<file path="src/logic/mioc_pkg.sv">
// field widths, address and map types, map select codes, map port decode and the enums
package mioc_pkg;

   localparam int ADDR_HI_W = 3;                   // ba15..ba13
   localparam int MAP_W     = 4;                   // map register / bd nibble
   localparam int SEL_W     = 2;                   // one half's select field

   typedef logic [ADDR_HI_W-1:0] addr_hi_t;        // [2] = ba15, [1] = ba14, [0] = ba13
   typedef logic [MAP_W-1:0]     map_reg_t;        // [1:0] lower half, [3:2] upper half
   typedef logic [SEL_W-1:0]     bank_sel_t;       // select code of the addressed half

   // lower half (0000-7fff) select codes, map bits 1..0
   localparam bank_sel_t LOWER_BOOT_ROM = 2'd0;    // boot rom in the first 8k only
   localparam bank_sel_t LOWER_RAM      = 2'd1;    // dram on the cas1 bank
   localparam bank_sel_t LOWER_AUX_ROM  = 2'd2;    // expansion rom slot
   localparam bank_sel_t LOWER_EN245    = 2'd3;    // onboard 245 buffer

   // upper half (8000-ffff) select codes, map bits 3..2
   localparam bank_sel_t UPPER_RAM     = 2'd0;     // dram on the cas2 bank
   localparam bank_sel_t UPPER_AUX_ROM = 2'd1;     // expansion rom slot
   localparam bank_sel_t UPPER_EN245   = 2'd2;     // onboard 245 buffer
   localparam bank_sel_t UPPER_NONE    = 2'd3;     // nothing selected

   // i/o port that holds the memory map, decoded from ba7 and ba6
   localparam logic MAP_PORT_BA7 = 1'b1;           // ba7 level of the map port
   localparam logic MAP_PORT_BA6 = 1'b0;           // ba6 level of the map port

   // memory target of the current address
   typedef enum logic [2:0] {
      TGT_NONE      = 3'd0,                        // no device so only ras and mux strobe
      TGT_BOOT_ROM  = 3'd1,                        // boot_rom_cs_n
      TGT_RAM_LOWER = 3'd2,                        // cas1_n
      TGT_RAM_UPPER = 3'd3,                        // cas2_n
      TGT_AUX_ROM   = 3'd4,                        // aux_rom_cs_n
      TGT_EN245     = 3'd5                         // en245_n
   } target_e;

   // dram strobe sequencer states
   typedef enum logic [2:0] {
      ST_IDLE    = 3'd0,                           // waiting for mreq_n
      ST_ROW     = 3'd1,                           // row strobe and selects
      ST_MUXED   = 3'd2,                           // address mux switched to column
      ST_COLUMN  = 3'd3,                           // column strobe active
      ST_REFRESH = 3'd4                            // ras-only refresh
   } dram_state_e;

endpackage

</file>
<file path="src/logic/io_map_register.sv">
// map port write decode and the 4-bit memory-map register
module io_map_register
   import mioc_pkg::*;
(
   input  logic     b_phi,                         // z80 clock
   input  logic     reset,                         // sync, active high
   input  logic     ba7,                           // address line 7
   input  logic     ba6,                           // address line 6
   input  map_reg_t bd,                            // data lines bd3..bd0
   input  logic     iorq_n,                        // z80 i/o request
   input  logic     bwr_n,                         // buffered write
   output map_reg_t map                            // current memory map
);

   logic port_hit;                                 // address matches the map port
   logic map_wr;                                   // qualified i/o write to the port

   // partial port decode on ba7 and ba6 alone
   assign port_hit = (ba7 == MAP_PORT_BA7) && (ba6 == MAP_PORT_BA6);
   assign map_wr   = port_hit && !iorq_n && !bwr_n; // i/o cycle with write strobe

   always_ff @(posedge b_phi) begin
      if (reset) begin
         map <= '0;                                // boot rom low, ram high
      end else if (map_wr) begin
         map <= bd;                                // visible on the next cycle
      end
   end

endmodule

</file>
<file path="src/logic/memory_decoder.sv">
// half select from ba15 and decode of the map code to a memory target
module memory_decoder
   import mioc_pkg::*;
(
   input  addr_hi_t ba,                            // ba15..ba13
   input  map_reg_t map,                           // memory-map register
   output target_e  target                         // decoded memory target
);

   logic      upper_half;                          // ba15 set
   logic      boot_window;                         // ba14 and ba13 both clear
   bank_sel_t sel;                                 // select field of the addressed half

   assign upper_half  = ba[2];
   assign boot_window = (ba[1:0] == 2'b00);        // boot rom only decodes 0000-1fff
   assign sel         = upper_half ? map[3:2] : map[1:0];

   always_comb begin
      target = TGT_NONE;                           // nothing selected by default
      if (upper_half) begin
         case (sel)
            UPPER_RAM:     target = TGT_RAM_UPPER;
            UPPER_AUX_ROM: target = TGT_AUX_ROM;
            UPPER_EN245:   target = TGT_EN245;
            UPPER_NONE:    target = TGT_NONE;      // open space
            default:       target = TGT_NONE;
         endcase
      end else begin
         case (sel)
            LOWER_BOOT_ROM: begin
               if (boot_window) begin
                  target = TGT_BOOT_ROM;
               end else begin
                  target = TGT_NONE;               // rest of the lower half unmapped
               end
            end
            LOWER_RAM:     target = TGT_RAM_LOWER;
            LOWER_AUX_ROM: target = TGT_AUX_ROM;
            LOWER_EN245:   target = TGT_EN245;
            default:       target = TGT_NONE;
         endcase
      end
   end

endmodule

</file>
<file path="src/logic/dram_sequencer.sv">
// access and refresh FSM with registered dram strobes and chip selects
module dram_sequencer
   import mioc_pkg::*;
(
   input  logic    b_phi,                          // z80 clock
   input  logic    reset,                          // sync, active high
   input  logic    mreq_n,                         // memory request
   input  logic    rfsh_n,                         // refresh cycle marker
   input  target_e target,                         // decoded target, sampled at start
   output logic    ras_n,                          // row address strobe
   output logic    mux,                            // address mux, high = column
   output logic    cas1_n,                         // column strobe for lower ram
   output logic    cas2_n,                         // column strobe for upper ram
   output logic    boot_rom_cs_n,                  // boot rom select
   output logic    aux_rom_cs_n,                   // expansion rom select
   output logic    en245_n                         // onboard 245 enable
);

   dram_state_e state, state_nxt;                  // access state
   target_e     tgt_q;                             // target held for the whole access
   logic        access;                            // row, muxed or column state
   logic        ras_d, mux_d, cas1_d, cas2_d;      // active-high strobe terms
   logic        boot_d, aux_d, en245_d;            // active-high select terms

   always_comb begin
      state_nxt = state;
      case (state)
         ST_IDLE: begin
            if (!mreq_n) begin
               state_nxt = !rfsh_n ? ST_REFRESH : ST_ROW;
            end
         end
         ST_ROW:     state_nxt = mreq_n ? ST_IDLE : ST_MUXED;
         ST_MUXED:   state_nxt = mreq_n ? ST_IDLE : ST_COLUMN;
         ST_COLUMN:  state_nxt = mreq_n ? ST_IDLE : ST_COLUMN;  // held by long mreq_n
         ST_REFRESH: state_nxt = mreq_n ? ST_IDLE : ST_REFRESH;
         default:    state_nxt = ST_IDLE;
      endcase
   end

   always_ff @(posedge b_phi) begin
      if (reset) begin
         state <= ST_IDLE;
      end else begin
         state <= state_nxt;
      end
   end

   // target captured on the start edge of a normal access
   always_ff @(posedge b_phi) begin
      if (state == ST_IDLE && !mreq_n && rfsh_n) begin
         tgt_q <= target;
      end
   end

   // strobe terms decoded from the present state and registered below for one cycle delay
   assign access  = (state == ST_ROW) || (state == ST_MUXED) || (state == ST_COLUMN);
   assign ras_d   = access || (state == ST_REFRESH);               // refresh is ras only
   assign mux_d   = (state == ST_MUXED) || (state == ST_COLUMN);
   assign cas1_d  = (state == ST_COLUMN) && (tgt_q == TGT_RAM_LOWER);
   assign cas2_d  = (state == ST_COLUMN) && (tgt_q == TGT_RAM_UPPER);
   assign boot_d  = access && (tgt_q == TGT_BOOT_ROM);
   assign aux_d   = access && (tgt_q == TGT_AUX_ROM);
   assign en245_d = access && (tgt_q == TGT_EN245);

   always_ff @(posedge b_phi) begin
      if (reset) begin
         ras_n         <= 1'b1;                    // everything released
         mux           <= 1'b0;
         cas1_n        <= 1'b1;
         cas2_n        <= 1'b1;
         boot_rom_cs_n <= 1'b1;
         aux_rom_cs_n  <= 1'b1;
         en245_n       <= 1'b1;
      end else begin
         ras_n         <= !ras_d;                  // +1 after start
         mux           <= mux_d;                   // +2 after start
         cas1_n        <= !cas1_d;                 // +3 after start
         cas2_n        <= !cas2_d;
         boot_rom_cs_n <= !boot_d;
         aux_rom_cs_n  <= !aux_d;
         en245_n       <= !en245_d;
      end
   end

endmodule

</file>
<file path="src/logic/mioc_top.sv">
// memory and i/o controller top level with the map register, decoder and dram sequencer
module mioc_top
   import mioc_pkg::*;
(
   input  logic     b_phi,                         // z80 clock
   input  logic     reset,                         // sync, active high
   input  addr_hi_t ba,                            // ba15..ba13
   input  logic     ba7,                           // address line 7
   input  logic     ba6,                           // address line 6
   input  map_reg_t bd,                            // data lines bd3..bd0
   input  logic     iorq_n,                        // z80 i/o request
   input  logic     bwr_n,                         // buffered write
   input  logic     mreq_n,                        // buffered memory request
   input  logic     rfsh_n,                        // buffered refresh
   output logic     ras_n,                         // row address strobe
   output logic     mux,                           // dram address mux
   output logic     cas1_n,                        // column strobe for lower ram
   output logic     cas2_n,                        // column strobe for upper ram
   output logic     boot_rom_cs_n,                 // boot rom select
   output logic     aux_rom_cs_n,                  // expansion rom select
   output logic     en245_n                        // onboard 245 enable
);

   map_reg_t map;                                  // memory map from the i/o port
   target_e  target;                               // decoded target of ba

   io_map_register io_map_register_inst (
      .b_phi  (b_phi),
      .reset  (reset),
      .ba7    (ba7),
      .ba6    (ba6),
      .bd     (bd),
      .iorq_n (iorq_n),
      .bwr_n  (bwr_n),
      .map    (map)
   );

   memory_decoder memory_decoder_inst (
      .ba     (ba),
      .map    (map),
      .target (target)
   );

   dram_sequencer dram_sequencer_inst (
      .b_phi         (b_phi),
      .reset         (reset),
      .mreq_n        (mreq_n),
      .rfsh_n        (rfsh_n),
      .target        (target),
      .ras_n         (ras_n),
      .mux           (mux),
      .cas1_n        (cas1_n),
      .cas2_n        (cas2_n),
      .boot_rom_cs_n (boot_rom_cs_n),
      .aux_rom_cs_n  (aux_rom_cs_n),
      .en245_n       (en245_n)
   );

endmodule

</file>
<file path="config.mk">
export PLATFORM = sky130hd
export DESIGN_NAME = mioc_top
export DESIGN_NICKNAME = d
export VERILOG_FILES = /design/src/logic/mioc_pkg.sv /design/src/logic/io_map_register.sv /design/src/logic/memory_decoder.sv /design/src/logic/dram_sequencer.sv /design/src/logic/mioc_top.sv
export SDC_FILE = /design/constraint.sdc
export NUM_CORES = 1
export LEC_CHECK = 0
export ABC_AREA = 1
export BUFFER_PORTS_ARGS = -buffer_cell sky130_fd_sc_hd__buf_2
export CAP_MARGIN = 0
export CELL_PAD_IN_SITES_DETAIL_PLACEMENT = 2
export CELL_PAD_IN_SITES_GLOBAL_PLACEMENT = 2
export CORE_MARGIN = 2
export CORE_UTILIZATION = 27
export CTS_CLUSTER_SIZE = 30
export DETAILED_ROUTE_END_ITERATION = 8
export PLACE_DENSITY_LB_ADDON = 0.3
export SLEW_MARGIN = 20
export SYNTH_ARGS = -nofsm -noshare
export SYNTH_HDL_FRONTEND = slang
export SYNTH_HIERARCHICAL = 1
export SYNTH_SLANG_ARGS = --single-unit
</file>
<file path="constraint.sdc">
create_clock -name b_phi -period 1.4 [get_ports b_phi]
set_input_delay 0.14 -clock b_phi [delete_from_list [all_inputs] [get_ports b_phi]]
set_output_delay 0.14 -clock b_phi [all_outputs]
set_load 0.05 [all_outputs]
</file>
# After elaboration in Yosys (flattened, before gate mapping)
# Cells that the tools add are included.
[totals] register_bits=17 in_bits=15
[op_classes] n_eq_ne=13 n_mux=11 bitwise=1 reduce_logical=27
[op_table] operator="3-bit one-hot mux with 4 select lines" count=3
[op_table] operator="3-bit by 2-bit equality test with 1-bit output (second input constant)" count=4
[op_table] operator="3-bit two-way mux" count=4
[op_table] operator="1-bit logical AND" count=10
[op_table] operator="3-bit equality test (second input constant)" count=3
[op_table] operator="1-bit zero test" count=9
[op_table] operator="3-bit by 1-bit equality test with 1-bit output (second input constant)" count=2
[op_table] operator="2-bit two-way mux" count=3
[op_table] operator="2-bit equality test (second input constant)" count=2
[op_table] operator="2-bit zero test" count=2
[op_table] operator="1-bit logical OR" count=4
[op_table] operator="3-bit zero test" count=1
[op_table] operator="2-bit by 1-bit equality test with 1-bit output (second input constant)" count=1
[op_table] operator="2-bit inequality test (second input constant)" count=1
[op_table] operator="2-bit OR reduction" count=1
[op_table] operator="1-bit two-way mux" count=1
[op_table] operator="1-bit inverter" count=1

# Longest topological paths before layout
[logic_depth] depth_word=5 ltp_mapped=10 mapped_depth_nobuf=10

# Modules after synthesis
# Netlist, hierarchy kept.
[modules_own_cells] mod="dram_sequencer" instances=1 cells_per_inst=47 area_each_um2=452.9 seq_area_each_um2=290.3
[modules_own_cells] mod="io_map_register" instances=1 cells_per_inst=28 area_each_um2=185.2 seq_area_each_um2=80.1
[modules_own_cells] mod="memory_decoder" instances=1 cells_per_inst=25 area_each_um2=126.4 seq_area_each_um2=0.0

# Worst setup path before layout
# No wires, ideal clock.
[synth_path] path_kind="reg-to-reg" from="reg io_map_register_inst.map[2]" to="reg dram_sequencer_inst.tgt_q[0] (data pin)" setup_time_ps=252 arrival_time_ps=903 t_required_ps=1148 path_slack_ps=245 stages_incl_launch_ff=10 path_buffers=0 path_cell_list="dfxtp_1 nand2_1 nand2_1 inv_1 ha_1 inv_1 nand2_1 nand2_2 nor2_1 nor2_1"
[synth_via] elab_chain_len=4 elab_cells_between_ends=8 cone_classes="eq/ne: 3; mux: 4; reduce/logical: 1"
[synth_rtl] item="from (decl)" line_no="io_map_register.sv:12" text="output map_reg_t map"
[synth_rtl] item="from (signal assigned)" line_no="io_map_register.sv:24" text="map <= '0;"
[synth_rtl] item="from (signal assigned)" line_no="io_map_register.sv:26" text="map <= bd;"
[synth_rtl] item="2-bit two-way mux (*)" line_no="memory_decoder.sv:16" text="assign sel = upper_half ? map[3:2] : map[1:0];"
[synth_rtl] item="2-bit equality test, or another cell as far along" line_no="memory_decoder.sv:21, memory_decoder.sv:29"
[synth_rtl] item="3-bit one-hot mux with 4 select lines (on tied branches)" line_no="memory_decoder.sv:29, memory_decoder.sv:21"
[synth_rtl] item="3-bit two-way mux (*)" line_no="memory_decoder.sv:20" text="if (upper_half) begin"
[synth_rtl] item="net target[0]" line_no="mioc_top.sv:25" text="target_e target;"
[synth_rtl] item="to (signal assigned)" line_no="dram_sequencer.sv:52" text="tgt_q <= target;"
[synth_rtl] item="to (decl)" line_no="dram_sequencer.sv:20" text="target_e tgt_q;"
# Mark *: on every way through the listed nets, which the timed path passes. The rest lies on a longest branch.
# A chain may end at the register's enable or synchronous reset.

# Worst setup path in the final report
[layout_path] from="reg io_map_register_inst.map[3]" to="reg dram_sequencer_inst.tgt_q[0] (data pin)"
# The elaborated chain is that of the path after synthesis.

==> results.cfg <==
[finish]
fillers = 334
area_growth_pct = 24.06
layout-drive-gt1-share = 0.2937
instances_no_fill = 157
antenna_cells = 0
fin_nets = 145

[worst_setup_path]
reg2reg_slack_ns = 0.15
worstRegToRegCells = 9
critical_path.max_fanout = 2
worstPathArrival_ns = 1.32
crit_end = dram_sequencer_inst/tgt_q[0]$_DFFE_PP_
critical_path_required_ns = 1.47
cp-start-kind = flop
endpoint_kind = flop
cp-startpoint = io_map_register_inst/map[3]$_SDFFE_PP0P_
reg2reg_to = dram_sequencer_inst/tgt_q[0]$_DFFE_PP_
crit_type = flop to flop
r2r_start = io_map_register_inst/map[3]$_SDFFE_PP0P_

[yosys]
ys_seq_elements = 17
yosys-top-cells-count = 18 x inv_1, 18 x nand2_1, 15 x nor2_1, 14 x dfxtp_1
synth_top_area_cell = dfxtp_1
synth_nets = 118
syn_area_per_cell_um2 = 7.645
synth_top_area_frac = 0.3666
ys_seq_area_frac = 0.4845
synth_edf_count = 3
yosys_warnings = 6
synth_flop_cell = dfxtp_1
yosysUniqueCellTypes = 17
async_flop_share = 0
synthesis.area_um2 = 764.5
netlist_instances = 100
synthTopCellsByArea = dfxtp_1 37%, edfxtp_1 12%, inv_1 8.8%

[cts]
root_buffer = clkbuf_4
cts_buffer_depth = 2
post-cts-setup-buffer-count = 0
h-tree-depth = 1
cts_tree = yes
cts_buffers = 3
clkSinkCount = 17
clkTransAtPathRegs_ns = 0.11
clock_latency_ns = 0.30

[die]
io_pins = 22
die_h_um = 57.21
core_mm2 = 0.002734
initial_utilization = 0.2796
chipWidth_um = 57.21
die_area_mm2 = 0.003273
rows = 19

[place]
gp_congestion = 0.6815
dp.cells = 153
io_buffers = 21
post-place-ws_ns = 0.07946
dpl.hpwl_mm = 1.583

[sta]
setup_viol = 0
rsz0062_at_grt = no
tightest_slew_ns = 0.3332
max_freq_mhz = 798.6
finalCriticalPeriod_ns = 1.252
fin_skew_ns = 0.01535
setup_tns_ns = 0
relSlewSlack = 0.7776
fin_ws_ns = 0.1479
min_period_over_period = 0.8944
slew_viol_final = 0
hold_viol = 0

[global_routing]
grt_max_degree = 11
antenna_found_initial = 0
grt_pass1_vias = 784
grt_use_total = 0.1262
grt_pass1_wl_mm = 3.201
grt_overflow = 0

[run]
drv_cap = 0

[route]
wirelength_mm = 1.804
drt_iter0_markers = 2
wl_per_cell_um = 11.49
viasPerCell = 4.561
postRouteAntennaNets = 0
via_count = 716
drcViolationCount = 0
first_pass_iters = 4

[power]
p_leak_nw = 0.4657
power_density_mw_per_mm2 = 960.4
vdd_drop_max_v = 0.0004919

[run_status]
status = finished clean

[worst_hold_path]
worstHoldPathType = input port to flop
## power by group
| part | switching (mW) | internal, mW | total, mW |
|---|---|---|---|
| combinational | 0.0742 | 0.0451 | 0.119 |
| clock | 0.161 | 0.106 | 0.267 |
| sequential | 0.0108 | 0.514 | 0.525 |
| total | 0.246 | 0.665 | 0.911 |
## logic make-up (layout without fill, tap and decap cells)
kind of cell | Yosys count | count (layout) | synth area share
and+or+nand+nor | 53 | 53 | 0.3208
buffers and inverters | 19 | 45 | 0.09328
DFF | 17 | 17 | 0.4845
AOI/OAI and AO/OA | 8 | 8 | 0.05236
adders and majority gates | 3 | 3 | 0.04911
## how the worst min path moves through the flow
stage,from,endpoint,slack [ns],cells after the start
detailed placement,reset,dram_sequencer_inst/mux$_SDFF_PP0_,0.39,2
finish,reset,dram_sequencer_inst/mux$_SDFF_PP0_,0.08,2
global route,reset,dram_sequencer_inst/mux$_SDFF_PP0_,0.07,2
floorplan,reset,dram_sequencer_inst/mux$_SDFF_PP0_,0.22,1
CTS,reset,dram_sequencer_inst/mux$_SDFF_PP0_,0.08,2
global placement,reset,dram_sequencer_inst/mux$_SDFF_PP0_,0.39,2
## critical path, stage by stage, from the launching register on
cell	delay [ns]
dfxtp_1	0.33
nand2_1	0.06
nand2_1	0.07
inv_1	0.09
ha_2	0.18
inv_1	0.05
nand2_1	0.07
nand2_2	0.04
nor2_1	0.09
nor2_1	0.05
## through the flow
step / area (µm²) / hold WS [ns] / util / power (mW)
final: 948.4 / 0.08113 / 0.3469 / 0.9108
after floorplan: 764.5 / 0.2168 / - / 0.6072
after detailed placement: 915.9 / 0.3913 / 0.3350 / 0.6583
after global placement: 915.9 / 0.3882 / 0.3350 / 0.6504
after global routing: 948.4 / 0.06874 / 0.3469 / 0.9641
after CTS: 943.4 / 0.07641 / 0.3451 / 0.9278
## flip-flops by register name (all words and copies together) (netlist names)
signal	count
dram_sequencer_inst/tgt_q	3
dram_sequencer_inst/boot_rom_cs_n	1
dram_sequencer_inst/mux	1
dram_sequencer_inst/ras_n	1
dram_sequencer_inst/en245_n	1
io_map_register_inst/map	4
dram_sequencer_inst/state	3
dram_sequencer_inst/aux_rom_cs_n	1
dram_sequencer_inst/cas2_n	1
dram_sequencer_inst/cas1_n	1
## layout make-up
| class | instances | area [µm²] | area share |
|---|---|---|---|
| clock inverter | 1 | 5.005 | 0.005277 |
| tap | 31 | 38.79 | 0.04090 |
| sequential | 17 | 370.4 | 0.3905 |
| multi-input combinational | 64 | 327.8 | 0.3456 |
| clock buffer | 3 | 22.52 | 0.02375 |
| timing repair buffer | 22 | 112.6 | 0.1187 |
| inverter | 19 | 71.32 | 0.07520 |
## cell usage in the layout (no fill, tap or decap)
master / synthesis / final
nand2_2: 2 / 3
ha_2: 0 / 1
o21ai_0: 1 / 1
o21ai_1: 2 / 2
nor3_1: 3 / 3
nand3b_1: 2 / 2
nor2_2: 5 / 5
clkbuf_4: 0 / 3
nand4_1: 2 / 2
buf_2: 0 / 21
nor2_1: 15 / 15
inv_2: 1 / 1
a21oi_1: 5 / 5
nand3_1: 5 / 5
edfxtp_1: 3 / 3
buf_4: 0 / 1
clkinv_2: 0 / 1
nor3_2: 1 / 1
inv_1: 18 / 18
ha_1: 3 / 2
dfxtp_1: 14 / 14
nand2_1: 18 / 17
## what timing repair did
item,in CTS,in global routing
setup endpoints to repair,0,1
hold buffers,0,0
gates resized for setup,0,2
## routing by layer
metal  track usage  routed length, µm
met1        0.1213                702
met2        0.2545               1014
met3       0.03401                 80
met4       0.03987                  7
met5             0                  0
No activity file was read; power rests on OpenSTA's default activity.
